--- config.mk ---
export PLATFORM = sky130hd
export DESIGN_NAME = axi_master_monitor
export DESIGN_NICKNAME = d
export VERILOG_FILES = /design/src/axi_mon_pkg.sv /design/src/axi_master_monitor.sv /design/src/axi_burst_checker.sv /design/src/axi_id_tracker.sv /design/src/axi_txn_counter.sv
export VERILOG_INCLUDE_DIRS = /design/src
export SDC_FILE = /design/constraint.sdc
export NUM_CORES = 1
export LEC_CHECK = 0
export BUFFER_PORTS_ARGS = -buffer_cell sky130_fd_sc_hd__buf_2
export CORE_MARGIN = 2
export CORE_UTILIZATION = 25
export DETAILED_ROUTE_END_ITERATION = 12
export PLACE_DENSITY = 0.44
export SYNTH_ARGS = -nofsm -noshare
export SYNTH_HDL_FRONTEND = slang
export SYNTH_HIERARCHICAL = 1
export SYNTH_SLANG_ARGS = --single-unit
--- constraint.sdc ---
create_clock -name i_clk -period 3.15 [get_ports i_clk]
set_clock_uncertainty 0.1 [all_clocks]
set_input_delay 0.1575 -clock i_clk [delete_from_list [all_inputs] [get_ports i_clk]]
set_output_delay 0.1575 -clock i_clk [all_outputs]
set_load 0.03 [all_outputs]
--- src/axi_mon_defs.svh ---
// AXI master monitor widths and error flag bit positions
`ifndef AXI_MON_DEFS_SVH
`define AXI_MON_DEFS_SVH

////////////////////////////////////////////////////////////
// Bus field widths
////////////////////////////////////////////////////////////

`define AXI_ID_WIDTH	3	// IDs, also sizes the outstanding counters
`define AXI_LEN_WIDTH	8	// AxLEN field

////////////////////////////////////////////////////////////
// Error vector layout
////////////////////////////////////////////////////////////

`define ERR_CNT_OVERFLOW	0	// Any outstanding counter hit all ones
`define ERR_RESP_NO_REQ		1	// Response or last beat with nothing outstanding
`define ERR_ID_REUSE		2	// Address issued on a busy ID
`define ERR_ID_UNKNOWN		3	// B or R on an idle ID
`define ERR_WR_BURST_LEN	4	// Write beats disagree with AWLEN
`define ERR_RD_BURST_LEN	5	// Read beats disagree with ARLEN
`define ERR_RD_INTERLEAVE	6	// Read ID changed inside a burst

`define ERR_COUNT		7

`endif
--- src/axi_mon_pkg.sv ---
// AXI master monitor types shared by the checker blocks and the top
`default_nettype none

`include "axi_mon_defs.svh"

package axi_mon_pkg;

	////////////////////////////////////////////////////////////
	// Vector types
	////////////////////////////////////////////////////////////

	typedef logic [`AXI_ID_WIDTH-1:0]		axi_id_t;	// One AXI ID
	typedef logic [(1<<`AXI_ID_WIDTH)-1:0]	id_mask_t;	// Bit per ID
	typedef logic [`AXI_LEN_WIDTH-1:0]		burst_len_t;	// AxLEN or beat count
	typedef logic [`AXI_LEN_WIDTH:0]		beat_total_t;	// AxLEN plus one
	typedef logic [`AXI_ID_WIDTH-1:0]		out_count_t;	// Outstanding bursts
	typedef logic [`ERR_COUNT-1:0]		mon_err_t;	// Sticky error flags

	////////////////////////////////////////////////////////////
	// Write burst tracking
	////////////////////////////////////////////////////////////

	// Only one write address may wait for its data at a time
	typedef enum logic
	{
		WB_IDLE,	// No address waiting
		WB_ADDR_HELD	// One address waiting for its last beat
	} wr_burst_state_t;

endpackage

`default_nettype wire

--- src/axi_master_monitor.sv ---
// Passive AXI master-side monitor: burst counters, ID bitmaps, protocol error flags
`default_nettype none

`include "axi_mon_defs.svh"

module axi_master_monitor
(
	input	wire			i_clk,
	input	wire			i_axi_reset_n,
	// Write address
	input	wire			i_axi_awvalid,
	input	wire			i_axi_awready,
	input	axi_mon_pkg::axi_id_t	i_axi_awid,
	input	axi_mon_pkg::burst_len_t	i_axi_awlen,
	// Write data
	input	wire			i_axi_wvalid,
	input	wire			i_axi_wready,
	input	wire			i_axi_wlast,
	// Write response
	input	wire			i_axi_bvalid,
	input	wire			i_axi_bready,
	input	axi_mon_pkg::axi_id_t	i_axi_bid,
	// Read address
	input	wire			i_axi_arvalid,
	input	wire			i_axi_arready,
	input	axi_mon_pkg::axi_id_t	i_axi_arid,
	input	axi_mon_pkg::burst_len_t	i_axi_arlen,
	// Read data
	input	wire			i_axi_rvalid,
	input	wire			i_axi_rready,
	input	axi_mon_pkg::axi_id_t	i_axi_rid,
	input	wire			i_axi_rlast,
	// Monitor results
	output	axi_mon_pkg::out_count_t	o_awr_outstanding,
	output	axi_mon_pkg::out_count_t	o_wr_outstanding,
	output	axi_mon_pkg::out_count_t	o_rd_outstanding,
	output	axi_mon_pkg::id_mask_t	o_awr_id_outstanding,
	output	axi_mon_pkg::id_mask_t	o_rd_id_outstanding,
	output	axi_mon_pkg::mon_err_t	o_err_flags
);

	////////////////////////////////////////////////////////////
	// Handshake strobes, the only view children get of the bus
	////////////////////////////////////////////////////////////

	logic	aw_fire;
	logic	w_fire;
	logic	b_fire;
	logic	ar_fire;
	logic	r_fire;

	assign aw_fire = i_axi_awvalid && i_axi_awready;
	assign w_fire = i_axi_wvalid && i_axi_wready;
	assign b_fire = i_axi_bvalid && i_axi_bready;
	assign ar_fire = i_axi_arvalid && i_axi_arready;
	assign r_fire = i_axi_rvalid && i_axi_rready;

	logic	awr_ovf, wr_ovf, rd_ovf;	// Per-counter overflow
	logic	awr_udf, wr_udf, rd_udf;	// Per-counter underflow
	logic	id_reuse, id_unknown;
	logic	wr_len_err, rd_len_err, rd_ilv_err;

	////////////////////////////////////////////////////////////
	// Outstanding burst counters
	////////////////////////////////////////////////////////////

	axi_txn_counter u_awr_cnt	// AW accepted, B retires
	(
		.i_clk		(i_clk),
		.i_axi_reset_n	(i_axi_reset_n),
		.i_inc		(aw_fire),
		.i_dec		(b_fire),
		.o_count	(o_awr_outstanding),
		.o_overflow	(awr_ovf),
		.o_underflow	(awr_udf)
	);

	axi_txn_counter u_wr_cnt	// Whole write bursts of data
	(
		.i_clk		(i_clk),
		.i_axi_reset_n	(i_axi_reset_n),
		.i_inc		(w_fire && i_axi_wlast),
		.i_dec		(b_fire),
		.o_count	(o_wr_outstanding),
		.o_overflow	(wr_ovf),
		.o_underflow	(wr_udf)
	);

	axi_txn_counter u_rd_cnt
	(
		.i_clk		(i_clk),
		.i_axi_reset_n	(i_axi_reset_n),
		.i_inc		(ar_fire),
		.i_dec		(r_fire && i_axi_rlast),	// Last beat closes the burst
		.o_count	(o_rd_outstanding),
		.o_overflow	(rd_ovf),
		.o_underflow	(rd_udf)
	);

	// ID bookkeeping
	axi_id_tracker u_id_trk
	(
		.i_clk			(i_clk),
		.i_axi_reset_n		(i_axi_reset_n),
		.i_aw_fire		(aw_fire),
		.i_ar_fire		(ar_fire),
		.i_b_fire		(b_fire),
		.i_r_fire		(r_fire),
		.i_rlast		(i_axi_rlast),
		.i_awid			(i_axi_awid),
		.i_arid			(i_axi_arid),
		.i_bid			(i_axi_bid),
		.i_rid			(i_axi_rid),
		.o_awr_id_outstanding	(o_awr_id_outstanding),
		.o_rd_id_outstanding	(o_rd_id_outstanding),
		.o_id_reuse		(id_reuse),
		.o_id_unknown		(id_unknown)
	);

	axi_burst_checker u_burst_chk
	(
		.i_clk			(i_clk),
		.i_axi_reset_n		(i_axi_reset_n),
		.i_aw_fire		(aw_fire),
		.i_w_fire		(w_fire),
		.i_ar_fire		(ar_fire),
		.i_r_fire		(r_fire),
		.i_wlast		(i_axi_wlast),
		.i_rlast		(i_axi_rlast),
		.i_awlen		(i_axi_awlen),
		.i_arlen		(i_axi_arlen),
		.i_arid			(i_axi_arid),
		.i_rid			(i_axi_rid),
		.o_wr_len_err		(wr_len_err),
		.o_rd_len_err		(rd_len_err),
		.o_rd_interleave_err	(rd_ilv_err)
	);

	////////////////////////////////////////////////////////////
	// Error vector, every source is already sticky
	////////////////////////////////////////////////////////////

	always_comb
	begin
		o_err_flags[`ERR_CNT_OVERFLOW] = awr_ovf || wr_ovf || rd_ovf;
		o_err_flags[`ERR_RESP_NO_REQ] = awr_udf || wr_udf || rd_udf;
		o_err_flags[`ERR_ID_REUSE] = id_reuse;
		o_err_flags[`ERR_ID_UNKNOWN] = id_unknown;
		o_err_flags[`ERR_WR_BURST_LEN] = wr_len_err;
		o_err_flags[`ERR_RD_BURST_LEN] = rd_len_err;
		o_err_flags[`ERR_RD_INTERLEAVE] = rd_ilv_err;
	end

endmodule

`default_nettype wire

--- src/axi_burst_checker.sv ---
// AXI burst length checks for writes and reads plus read interleave check
`default_nettype none

`include "axi_mon_defs.svh"

module axi_burst_checker
(
	input	wire			i_clk,
	input	wire			i_axi_reset_n,
	input	wire			i_aw_fire,
	input	wire			i_w_fire,
	input	wire			i_ar_fire,
	input	wire			i_r_fire,
	input	wire			i_wlast,
	input	wire			i_rlast,
	input	axi_mon_pkg::burst_len_t	i_awlen,
	input	axi_mon_pkg::burst_len_t	i_arlen,
	input	axi_mon_pkg::axi_id_t	i_arid,
	input	axi_mon_pkg::axi_id_t	i_rid,
	output	logic			o_wr_len_err,
	output	logic			o_rd_len_err,
	output	logic			o_rd_interleave_err
);
	import axi_mon_pkg::*;

	////////////////////////////////////////////////////////////
	// Write side
	////////////////////////////////////////////////////////////

	wr_burst_state_t	wr_state_q;
	beat_total_t		wr_total_q;	// Beats promised by held AW
	beat_total_t		wr_count_q;	// Beats before the current one
	logic			wr_len_err_q;

	logic			w_last_fire;
	beat_total_t		wr_beats;	// Including this beat
	beat_total_t		aw_total;
	logic			wr_len_bad;

	assign w_last_fire = i_w_fire && i_wlast;
	assign wr_beats = wr_count_q + 1'b1;
	assign aw_total = beat_total_t'(i_awlen) + 1'b1;

	always_comb
	begin
		wr_len_bad = 1'b0;
		if (wr_state_q == WB_ADDR_HELD)
		begin
			// Second address only if the held burst ends now
			if (i_aw_fire && !w_last_fire)
				wr_len_bad = 1'b1;
			if (w_last_fire && (wr_beats != wr_total_q))
				wr_len_bad = 1'b1;
		end
		else if (w_last_fire)
		begin
			// Nothing held, must be a single beat with its own AW
			if (!(i_aw_fire && (i_awlen == '0) && (wr_count_q == '0)))
				wr_len_bad = 1'b1;
		end
	end

	always_ff @(posedge i_clk)
	begin
		if (!i_axi_reset_n)
		begin
			wr_state_q <= WB_IDLE;
			wr_count_q <= '0;
			wr_len_err_q <= 1'b0;
		end
		else
		begin
			case (wr_state_q)
				WB_IDLE:
					if (i_aw_fire && !w_last_fire)
						wr_state_q <= WB_ADDR_HELD;
				WB_ADDR_HELD:
					if (w_last_fire && !i_aw_fire)
						wr_state_q <= WB_IDLE;	// Burst done, none queued
				default:
					wr_state_q <= WB_IDLE;
			endcase

			if (w_last_fire)
				wr_count_q <= '0;
			else if (i_w_fire)
				wr_count_q <= wr_beats;

			if (wr_len_bad)
				wr_len_err_q <= 1'b1;
		end
	end

	// Total loads whenever a new address becomes the held one
	always_ff @(posedge i_clk)
	begin
		if (i_aw_fire && ((wr_state_q == WB_IDLE) ? !w_last_fire : w_last_fire))
			wr_total_q <= aw_total;
	end

	////////////////////////////////////////////////////////////
	// Read side
	////////////////////////////////////////////////////////////

	beat_total_t	rd_total_q [0:(1<<`AXI_ID_WIDTH)-1];	// Per-ID promised beats
	beat_total_t	rd_count_q;
	axi_id_t	rd_id_q;	// ID of the burst in progress
	logic		rd_active_q;	// Burst started, last not seen
	logic		rd_len_err_q;
	logic		rd_ilv_err_q;

	beat_total_t	rd_beats;

	assign rd_beats = rd_count_q + 1'b1;

	always_ff @(posedge i_clk)
	begin
		if (i_ar_fire)
			rd_total_q[i_arid] <= beat_total_t'(i_arlen) + 1'b1;
	end

	always_ff @(posedge i_clk)
	begin
		if (!i_axi_reset_n)
		begin
			rd_count_q <= '0;
			rd_id_q <= '0;
			rd_active_q <= 1'b0;
			rd_len_err_q <= 1'b0;
			rd_ilv_err_q <= 1'b0;
		end
		else if (i_r_fire)
		begin
			rd_id_q <= i_rid;
			rd_active_q <= !i_rlast;
			rd_count_q <= i_rlast ? '0 : rd_beats;

			if (i_rlast && (rd_beats != rd_total_q[i_rid]))
				rd_len_err_q <= 1'b1;	// Short or long read burst
			if (rd_active_q && (i_rid != rd_id_q))
				rd_ilv_err_q <= 1'b1;	// Another ID cut in
		end
	end

	assign o_wr_len_err = wr_len_err_q;
	assign o_rd_len_err = rd_len_err_q;
	assign o_rd_interleave_err = rd_ilv_err_q;

endmodule

`default_nettype wire

--- src/axi_id_tracker.sv ---
// Per-ID outstanding bitmaps for AXI write addresses and reads with ID checks
`default_nettype none

module axi_id_tracker
(
	input	wire			i_clk,
	input	wire			i_axi_reset_n,
	input	wire			i_aw_fire,	// AW handshake
	input	wire			i_ar_fire,	// AR handshake
	input	wire			i_b_fire,	// B handshake
	input	wire			i_r_fire,	// R handshake
	input	wire			i_rlast,
	input	axi_mon_pkg::axi_id_t	i_awid,
	input	axi_mon_pkg::axi_id_t	i_arid,
	input	axi_mon_pkg::axi_id_t	i_bid,
	input	axi_mon_pkg::axi_id_t	i_rid,
	output	axi_mon_pkg::id_mask_t	o_awr_id_outstanding,
	output	axi_mon_pkg::id_mask_t	o_rd_id_outstanding,
	output	logic			o_id_reuse,
	output	logic			o_id_unknown
);
	import axi_mon_pkg::*;

	id_mask_t	awr_id_q;	// Write addresses awaiting B
	id_mask_t	rd_id_q;	// Reads awaiting last beat
	logic		reuse_q;
	logic		unknown_q;

	logic		reuse_hit;
	logic		unknown_hit;

	////////////////////////////////////////////////////////////
	// Checks against the bitmaps before this cycle's update
	////////////////////////////////////////////////////////////

	// Issue on an ID that is still busy
	assign reuse_hit = (i_aw_fire && awr_id_q[i_awid])
			|| (i_ar_fire && rd_id_q[i_arid]);

	// Response for an ID nobody asked for, every R beat counts
	assign unknown_hit = (i_b_fire && !awr_id_q[i_bid])
			|| (i_r_fire && !rd_id_q[i_rid]);

	////////////////////////////////////////////////////////////
	// Bitmap update
	////////////////////////////////////////////////////////////

	always_ff @(posedge i_clk)
	begin
		if (!i_axi_reset_n)
		begin
			awr_id_q <= '0;
			rd_id_q <= '0;
			reuse_q <= 1'b0;
			unknown_q <= 1'b0;
		end
		else
		begin
			// Set first, clear second, so a clash ends cleared
			if (i_aw_fire)
				awr_id_q[i_awid] <= 1'b1;
			if (i_b_fire)
				awr_id_q[i_bid] <= 1'b0;	// Write fully answered

			if (i_ar_fire)
				rd_id_q[i_arid] <= 1'b1;
			if (i_r_fire && i_rlast)
				rd_id_q[i_rid] <= 1'b0;	// Only the last beat retires

			if (reuse_hit)
				reuse_q <= 1'b1;
			if (unknown_hit)
				unknown_q <= 1'b1;
		end
	end

	assign o_awr_id_outstanding = awr_id_q;
	assign o_rd_id_outstanding = rd_id_q;
	assign o_id_reuse = reuse_q;
	assign o_id_unknown = unknown_q;

endmodule

`default_nettype wire

--- src/axi_txn_counter.sv ---
// Outstanding AXI burst counter with sticky overflow and underflow flags
`default_nettype none

module axi_txn_counter
(
	input	wire			i_clk,
	input	wire			i_axi_reset_n,
	input	wire			i_inc,		// Burst started
	input	wire			i_dec,		// Burst retired
	output	axi_mon_pkg::out_count_t	o_count,
	output	logic			o_overflow,
	output	logic			o_underflow
);
	import axi_mon_pkg::*;

	// Counter saturates here, one below is the last safe value
	localparam out_count_t CNT_FULL = '1;
	localparam out_count_t CNT_NEAR_FULL = CNT_FULL - 1'b1;

	out_count_t	count_q;
	logic		overflow_q;
	logic		underflow_q;

	always_ff @(posedge i_clk)
	begin
		if (!i_axi_reset_n)
		begin
			count_q <= '0;
			overflow_q <= 1'b0;
			underflow_q <= 1'b0;
		end
		else
		begin
			case ({i_inc, i_dec})
				2'b10:
				begin
					if (count_q != CNT_FULL)
						count_q <= count_q + 1'b1;	// Hold at top
					if (count_q >= CNT_NEAR_FULL)
						overflow_q <= 1'b1;	// Reaching all ones
				end
				2'b01:
				begin
					// Retire with nothing open
					if (count_q == '0)
						underflow_q <= 1'b1;
					else
						count_q <= count_q - 1'b1;
				end
				default:
				begin
					// Both or neither, count stays
				end
			endcase
		end
	end

	assign o_count = count_q;
	assign o_overflow = overflow_q;
	assign o_underflow = underflow_q;

endmodule

`default_nettype wire

==> run metrics, run 1 <==
Max Slew Vio Count=0; synthesized cell area=7080 um2; largest family of logic cells by synthesized area=simple AND/OR/NAND/NOR gates; average routed wire per standard cell=roughly 15 um; Area contributors post-synth=edfxtp_1 (34%), dfxtp_1 (17%), mux4_2 (4.8%); status=finished clean; Tot GR Track Use=11.8%; final hold vios=0; Yosys top cell area share=34.4%; leakage=3.08 nW; synth cell count leaders=edfxtp_1 (81), dfxtp_1 (59), nor2_1 (53); WP data arrival=2.32 ns; critical path class=flop to flop; period utilization=67.9%; multi-input combinational cell area=between 3000 and 4000 um2; Data required, critical path=~3.3 ns; Remaining DRCs=0; initial core utilization=25.4%; clock sinks=140; worst-path maximum fanout=6; Worst slew margin=44.9%; layout cells sized above 1=21.4%; drt via density=~4.5; Max Clock Freq=468 MHz; PwrDens=approximately 520 nW/um2; simple-gate portion of the synthesized area=between 10% and 20%; xor and xnor area share after synthesis=under 10%; Setup-failing EPs final=0; number of global-route vias before repair=4843; total core area=27900 um2; Num CTS Buffers=17; Initial DRC Count=301; register area share after synthesis=51.1%; H-tree levels=4; gpl congestion=0.767; mux cell area share after synthesis=9.92%; Top FF cell, synth=edfxtp_1; Detail Route Antenna Nets=0; first-pass GRT wire length=around 27 mm; Post-DP Area=7860 um2; Mapped Nets=slightly below 700; initial antenna violation count=0; Clock Latency Late Sink=0.41 ns; Area Growth Syn to Fin=20.2%; Reg clk slew, reported paths=~0.070 ns; asr flop ratio synth=0%; die height=172 um; post-DP HPWL=11.7 mm; Ports=74; IO buf count=73; CTS root buffer=clkbuf_16; Critical Path End Type=flop; slew of the pin with the lowest slew margin=0.821 ns; worst min path class=input pin to flop; # fillers=around 2900; # rows=61; Mean Syn Cell Area=11.3 um2; register bit count reported by yosys=140; Layout Nets=761; CTS tree=done; CTS Buffer Depth=2; Compound-Gate Fraction of Synth Area=8.66%; final wirelength=17.0 mm; die width=172 um; die area=29700 um2; max_cap viols=0; Synth area leader=edfxtp_1; post-CTS setup buffers=0; Yosys warning total=6; Peak VDD IR=0.000341 V; Overflow after GRT=0; number of synthesized flops with an enable pin=~80; min Tclk post-route=2.14 ns; Post-Syn Instances=628; RSZ-0062 raised after global routing=false; Worst setup SP type=flop; Post-Route Setup TNS=0 ns; Post-Synth Adder-Cell Area=1.91%; First-pass DRT Iterations=5; post-route cell area=8500 um2; synth unique cells=between 60 and 70; DR vias=4983; FF+latch area=about 3600 um2; pin count of the biggest net entering global routing=37; most frequent cell after synthesis=edfxtp_1
worst paths after layout:
path / startpoint / endpoint / slack, ns / cells after the start
setup / recovery: u_burst_chk/rd_count_q[0] / u_burst_chk/o_rd_len_err / 1.01 / 7
hold / removal: i_axi_awlen[5] / u_burst_chk/wr_total_q[5] / 0.03 / 3
setup reg to reg: u_burst_chk/rd_count_q[0] / u_burst_chk/o_rd_len_err / 1.01 / 7
hold reg to reg: u_burst_chk/o_rd_interleave_err / u_burst_chk/o_rd_interleave_err / 0.37 / 1
area by class of cell:
| class | count | share of cell area, % |
|---|---|---|
| multi-input cells | 425 | 37.2 |
| repair buffers | 96 | 6.68 |
| clock inverters | 15 | 1.75 |
| well taps | 378 | 5.56 |
| diodes | 1 | 0.0294 |
| inverters | 30 | 1.32 |
| clock buffers | 17 | 5.00 |
| flip-flops and latches | 140 | 42.5 |
through the flow:
stage | power (W) | hold slack (ns) | std cells | worst slack, ns | utilization [%]
finish | 0.00443 | 0.0332 | 1102 | 1.01 | 30.5
global route | 0.00462 | 0.0316 | 1101 | 0.860 | 30.5
CTS | 0.00449 | 0.00109 | 1101 | 1.01 | 30.5
detailed placement | 0.00253 | 0.361 | 1062 | 0.943 | 28.2
global placement | 0.00253 | 0.351 | 1062 | 0.981 | 28.2
floorplan | 0.00238 | 0.175 | 628 | 0.964 | -
sequential cells by signal (all words and copies together), names as in the netlist, 3 cells and up:
| register | count |
|---|---|
| u_awr_cnt/o_count | 3 |
| u_burst_chk/rd_count_q | 9 |
| u_burst_chk/rd_id_q | 3 |
| u_burst_chk/rd_total_q | 72 |
| u_burst_chk/wr_count_q | 9 |
| u_burst_chk/wr_total_q | 9 |
| u_id_trk/o_awr_id_outstanding | 8 |
| u_id_trk/o_rd_id_outstanding | 8 |
| u_rd_cnt/o_count | 3 |
| u_wr_cnt/o_count | 3 |
timing repair:
action | in CTS | in global routing
resized for setup | 0 | 0
hold buffers | 7 | 0
endpoints found under the hold margin | 9 | 0
setup endpoints to repair | 0 | 0
placed cells by master (no fill, tap or decap), types with 3 or more instances in the layout:
cell type / synthesis / final
a21oi_1: 16 / 16
a31oi_1: 15 / 15
and2_1: 11 / 11
and3_1: 6 / 6
buf_2: 8 / 73
buf_4: 5 / 15
clkbuf_16: 0 / 17
dfxtp_1: 59 / 59
dlygate4sd3_1: 0 / 7
edfxtp_1: 81 / 81
fa_1: 3 / 3
ha_1: 6 / 6
inv_1: 28 / 28
inv_6: 0 / 5
inv_8: 0 / 6
mux2i_1: 30 / 30
mux4_2: 15 / 15
nand2_1: 32 / 32
nand2b_1: 11 / 11
nand3_1: 22 / 22
nand3b_1: 7 / 7
nand4_1: 11 / 11
nor2_1: 53 / 53
nor2b_1: 21 / 21
nor3_1: 18 / 18
nor3b_1: 9 / 9
nor4_1: 6 / 6
o21ai_0: 16 / 16
o22ai_1: 6 / 6
o31ai_1: 4 / 4
or3_1: 3 / 3
xnor2_1: 29 / 29
xor2_1: 22 / 22
per-layer routing:
metal	vias up	part of all wire, %	GRT usage [%]
met5	-	0	0
met1	2424	50	16.3
met4	0	0.97	3.47
met3	10	3.2	2.66
met2	86	46	18.5
li1	2463	-	-
report_power, final:
group	switching, W	leakage [nW]	internal, W
Combinational	0.000270	1.60	0.000182
Sequential	0.0000463	1.20	0.00199
Clock	0.000883	0.284	0.00106
cells by family after synthesis:
group / after synthesis
muxes: 48
and+or+nand+nor: 229
DFF: 140
buffers and inverters: 63
adders and majority gates: 9
xor gates and xnor gates: 51
AOI/OAI and AO/OA: 88
critical path, stage by stage (launching register included):
cell and delay [ns]:
dfxtp_1 0.48, ha_1 0.29, nand3_1 0.17, nor3_1 0.29, xnor2_1 0.16, xor2_1 0.18
nor3_1 0.23, a31oi_1 0.12
Note: power is estimated with default switching activity, not from simulation.
==> run 2: changes to the inputs <==
--- a/config.mk
+++ b/config.mk
@@ -6,11 +6,12 @@
 export SDC_FILE = /design/constraint.sdc
 export NUM_CORES = 1
 export LEC_CHECK = 0
+export ABC_AREA = 1
 export BUFFER_PORTS_ARGS = -buffer_cell sky130_fd_sc_hd__buf_2
 export CORE_MARGIN = 2
 export CORE_UTILIZATION = 25
 export DETAILED_ROUTE_END_ITERATION = 12
-export PLACE_DENSITY = 0.44
+export PLACE_DENSITY = 0.46
 export SYNTH_ARGS = -nofsm -noshare
 export SYNTH_HDL_FRONTEND = slang
 export SYNTH_HIERARCHICAL = 1
==> constraint.sdc (replaced) <==
create_clock -name i_clk -period 1.9 [get_ports i_clk]
set_clock_uncertainty 0.1 [all_clocks]
set_input_delay 0.095 -clock i_clk [delete_from_list [all_inputs] [get_ports i_clk]]
set_output_delay 0.095 -clock i_clk [all_outputs]
set_load 0.03 [all_outputs]
==> run metrics, run 2 <==
status=finished clean; die height=175 um (+1.6%); Initial DRC Count=303 (+0.66%); Setup-failing EPs final=0 (unchanged); critical path depth in cells=10 (+3); most frequent cells in the layout=nand2_1 (257), inv_1 (145), nor2_1 (99); commonest non-fill, non-tap cell in the layout=nand2_1; Max Clock Freq=582 MHz (+24%); delay-heaviest family, CP=simple AND/OR/NAND/NOR gates; die area=30700 um2 (+3.3%); fin worst setup slack=0.181 ns (-0.831 ns); Remaining DRCs=0 (unchanged); number of synthesized flops with an enable pin=81 (unchanged); DR vias=6096 (+22%); DP Worst Slack=0.167 ns (-0.776 ns); RR Endpoint=u_burst_chk/o_rd_len_err; # fillers=3033 (+6.1%); average routed wire per standard cell=12.9 um (-17%); max FFs per register=72 (unchanged); period utilization=90.5% (+23 points); CTS root buffer=clkbuf_16; Biggest register=u_burst_chk/rd_total_q; Worst slew margin=53.8% (+8.9 points); initial antenna violation count=0 (unchanged); Area Growth Syn to Fin=24.9%; worst-path maximum fanout=4 (-2); Logic pwr share=11.7% (+1.5 points); asr flop ratio synth=0% (unchanged); Clock Latency Late Sink=0.42 ns (about the same); IO buf count=73 (unchanged); PwrDens=833 nW/um2 (+60%); Critical Path End Type=flop; worst min path class=input pin to flop; Most common cell on crit path=nand2_1; Mean Syn Cell Area=7.82 um2 (-31%); Buf+Inv Stages, Crit Path=0 (unchanged); crit path cell chain=ha_1, nand3_2, xor2_1, nand3_1, nand2_1, nand2_1, nor2_1, nand3_1, nand2_1, a21oi_1; Yosys top cell area share=33.2% (-1.1 points); min Tclk post-route=1.72 ns (-0.419 ns); CP peak stage delay=0.37 ns (-0.11 ns); clock sinks=140 (unchanged); synthesized cell area=7320 um2 (+3.4%); # rows=62 (+1.6%); r2r startpoint=u_burst_chk/rd_count_q[1]; Area contributors post-synth=edfxtp_1 (33%), dfxtp_1 (16%), nand2_1 (13%); clock network fraction of total power=43.9% (about the same); Post-Syn Instances=936 (+49%); drt via density=4.18 (-7.5%); slowest CP cell=dfxtp_1; Num CTS Buffers=17 (unchanged); routed length on met3=582 um (+7.4%); non-filler cells, final=1457 (+32%); Synth area leader=edfxtp_1; Ports=74 (unchanged); WP data arrival=1.92 ns (-0.40 ns); CTS Buffer Depth=2 (unchanged); register bit count reported by yosys=140 (unchanged); initial core utilization=25.4% (about the same); top sig layer=met4; Data required, critical path=2.10 ns (-1.23 ns); crit path to=u_burst_chk/o_rd_len_err; Reg2Reg Setup Slack=0.18 ns (-0.83 ns); Post-Route Setup TNS=0 ns (unchanged); switching share of total power=28.8% (+1.7 points); post-CTS setup buffers=0 (unchanged); Sw Pwr=0.00219 W (+83%); worst setup path start=u_burst_chk/rd_count_q[1]; WL met1=8.83 mm (+4.4%); number of global-route vias before repair=5842 (+21%); Max Slew Vio Count=0 (unchanged); Detail Route Antenna Nets=0 (unchanged); Mapped Nets=987 (+45%); synth unique cells=39 (-43%); critical path class=flop to flop; final hold vios=0 (unchanged); H-tree levels=4 (unchanged); antenna diode count=0 (-1); post-DP HPWL=13.7 mm (+17%); met2 wire len=9.17 mm (+17%); hold_sp=i_axi_arlen[0]; CTS tree=done; Yosys warning total=6 (unchanged); most frequent cell after synthesis=nand2_1; register area share after synthesis=49.4% (-1.7 points); sequential fraction of design power=44.4% (-1.6 points); pin count of the biggest net entering global routing=39 (+5.4%); gpl congestion=0.799 (+4.1%); slew of the pin with the lowest slew margin=0.691 ns (-0.130 ns); Worst setup SP type=flop; Peak VDD IR=0.000576 V (+69%); final wirelength=18.7 mm (+10%); Tot GR Track Use=12.6% (+0.81 points); die width=175 um (+1.6%); RSZ-0062 raised after global routing=false; total core area=28800 um2 (+3.3%); layout cells sized above 1=16.7% (-4.8 points); worst-case reg-to-reg path depth=10 (+3); Layout Nets=1111 (+46%); Overflow after GRT=0 (unchanged); First-pass DRT Iterations=5 (unchanged); synth cell count leaders=nand2_1 (257), inv_1 (145), nor2_1 (100); P_int=0.00542 W (+68%); first-pass GRT wire length=30.2 mm (+13%); Reg clk slew, reported paths=0.08 ns (about the same); leakage=4.09 nW (+33%); placed insts=1408 (+33%); max_cap viols=0 (unchanged); Top FF cell, synth=edfxtp_1
-- run 2: cell count changes after synthesis, sizes merged, moves of 27 or more --
cell   previous run  this run
a21oi            17        44
inv              30       152
mux2i            30         0
nand2            32       261
nand3            22       104
nor2             53       109
-- run 2: cells by family (layout without fill, tap and decap cells) --
family                   after synthesis  count (layout)  share of synthesized area [%]
AO/OA/AOI/OAI                         90              90                           6.86
XOR/XNOR                              23              23                           2.86
adder cells (fa/ha/maj)                9               9                           1.85
AND/OR/NAND/NOR                      495             495                           29.0
buffers and inverters                179             316                           10.1
flip-flops                           140             140                           49.4
-- run 2: power by group through the flow --
stage          Sequential [W]  Combinational, W  Clock (W)
3_3_place_gp          0.00345          0.000868          0
6_report              0.00338          0.000887    0.00334
4_1_cts               0.00338          0.000897    0.00346
2_1_floorplan         0.00348          0.000525          0
3_5_place_dp          0.00345          0.000867          0
5_1_grt               0.00339           0.00101    0.00360
-- run 2: layout make-up --
class                           count  area, um2  area share [%]
Multi-Input combinational cell    617       2980            32.6
Inverter                          156        586            6.41
Clock buffer                       17        425            4.66
Timing Repair Buffer              128        858            9.39
Sequential cell                   140       3620            39.6
Clock inverter                     15        189            2.07
Tap cell                          384        480            5.26
-- run 2: layer usage --
| metal | global-route usage (%) | vias up |
|---|---|---|
| li1 | - | 3234 |
| met1 | 16.0 | 2777 |
| met2 | 21.7 | 74 |
| met3 | 2.63 | 11 |
| met4 | 3.33 | 0 |
| met5 | 0 | - |
-- run 2: worst min path at each step --
stage	to	slack, ns	cells past startpoint
global route	u_burst_chk/rd_total_q[1][0]	0.03	2
finish	u_burst_chk/rd_total_q[1][0]	0.01	2
CTS	u_burst_chk/rd_total_q[1][0]	0.0002	2
floorplan	u_wr_cnt/o_count[1]	0.12	2
detailed placement	u_burst_chk/wr_total_q[0]	0.30	2
global placement	u_burst_chk/wr_total_q[0]	0.30	2
-- run 2: stage by stage --
step | total power (W) | hold slack (ns) | utilization, % | area (um2)
global route | 0.00801 | 0.0273 | 31.7 | 9140
CTS | 0.00774 | 0.000167 | 31.7 | 9120
finish | 0.00761 | 0.0100 | 31.7 | 9140
detailed placement | 0.00432 | 0.302 | 29.0 | 8330
floorplan | 0.00400 | 0.116 | - | 7320
global placement | 0.00432 | 0.299 | 29.0 | 8330
-- run 2: repair_timing --
action / in CTS / in global routing
hold endpoints to repair: 23 / 0
hold buffers: 17 / 0
resized for setup: 0 / 6
endpoints found under the setup margin: 0 / 2
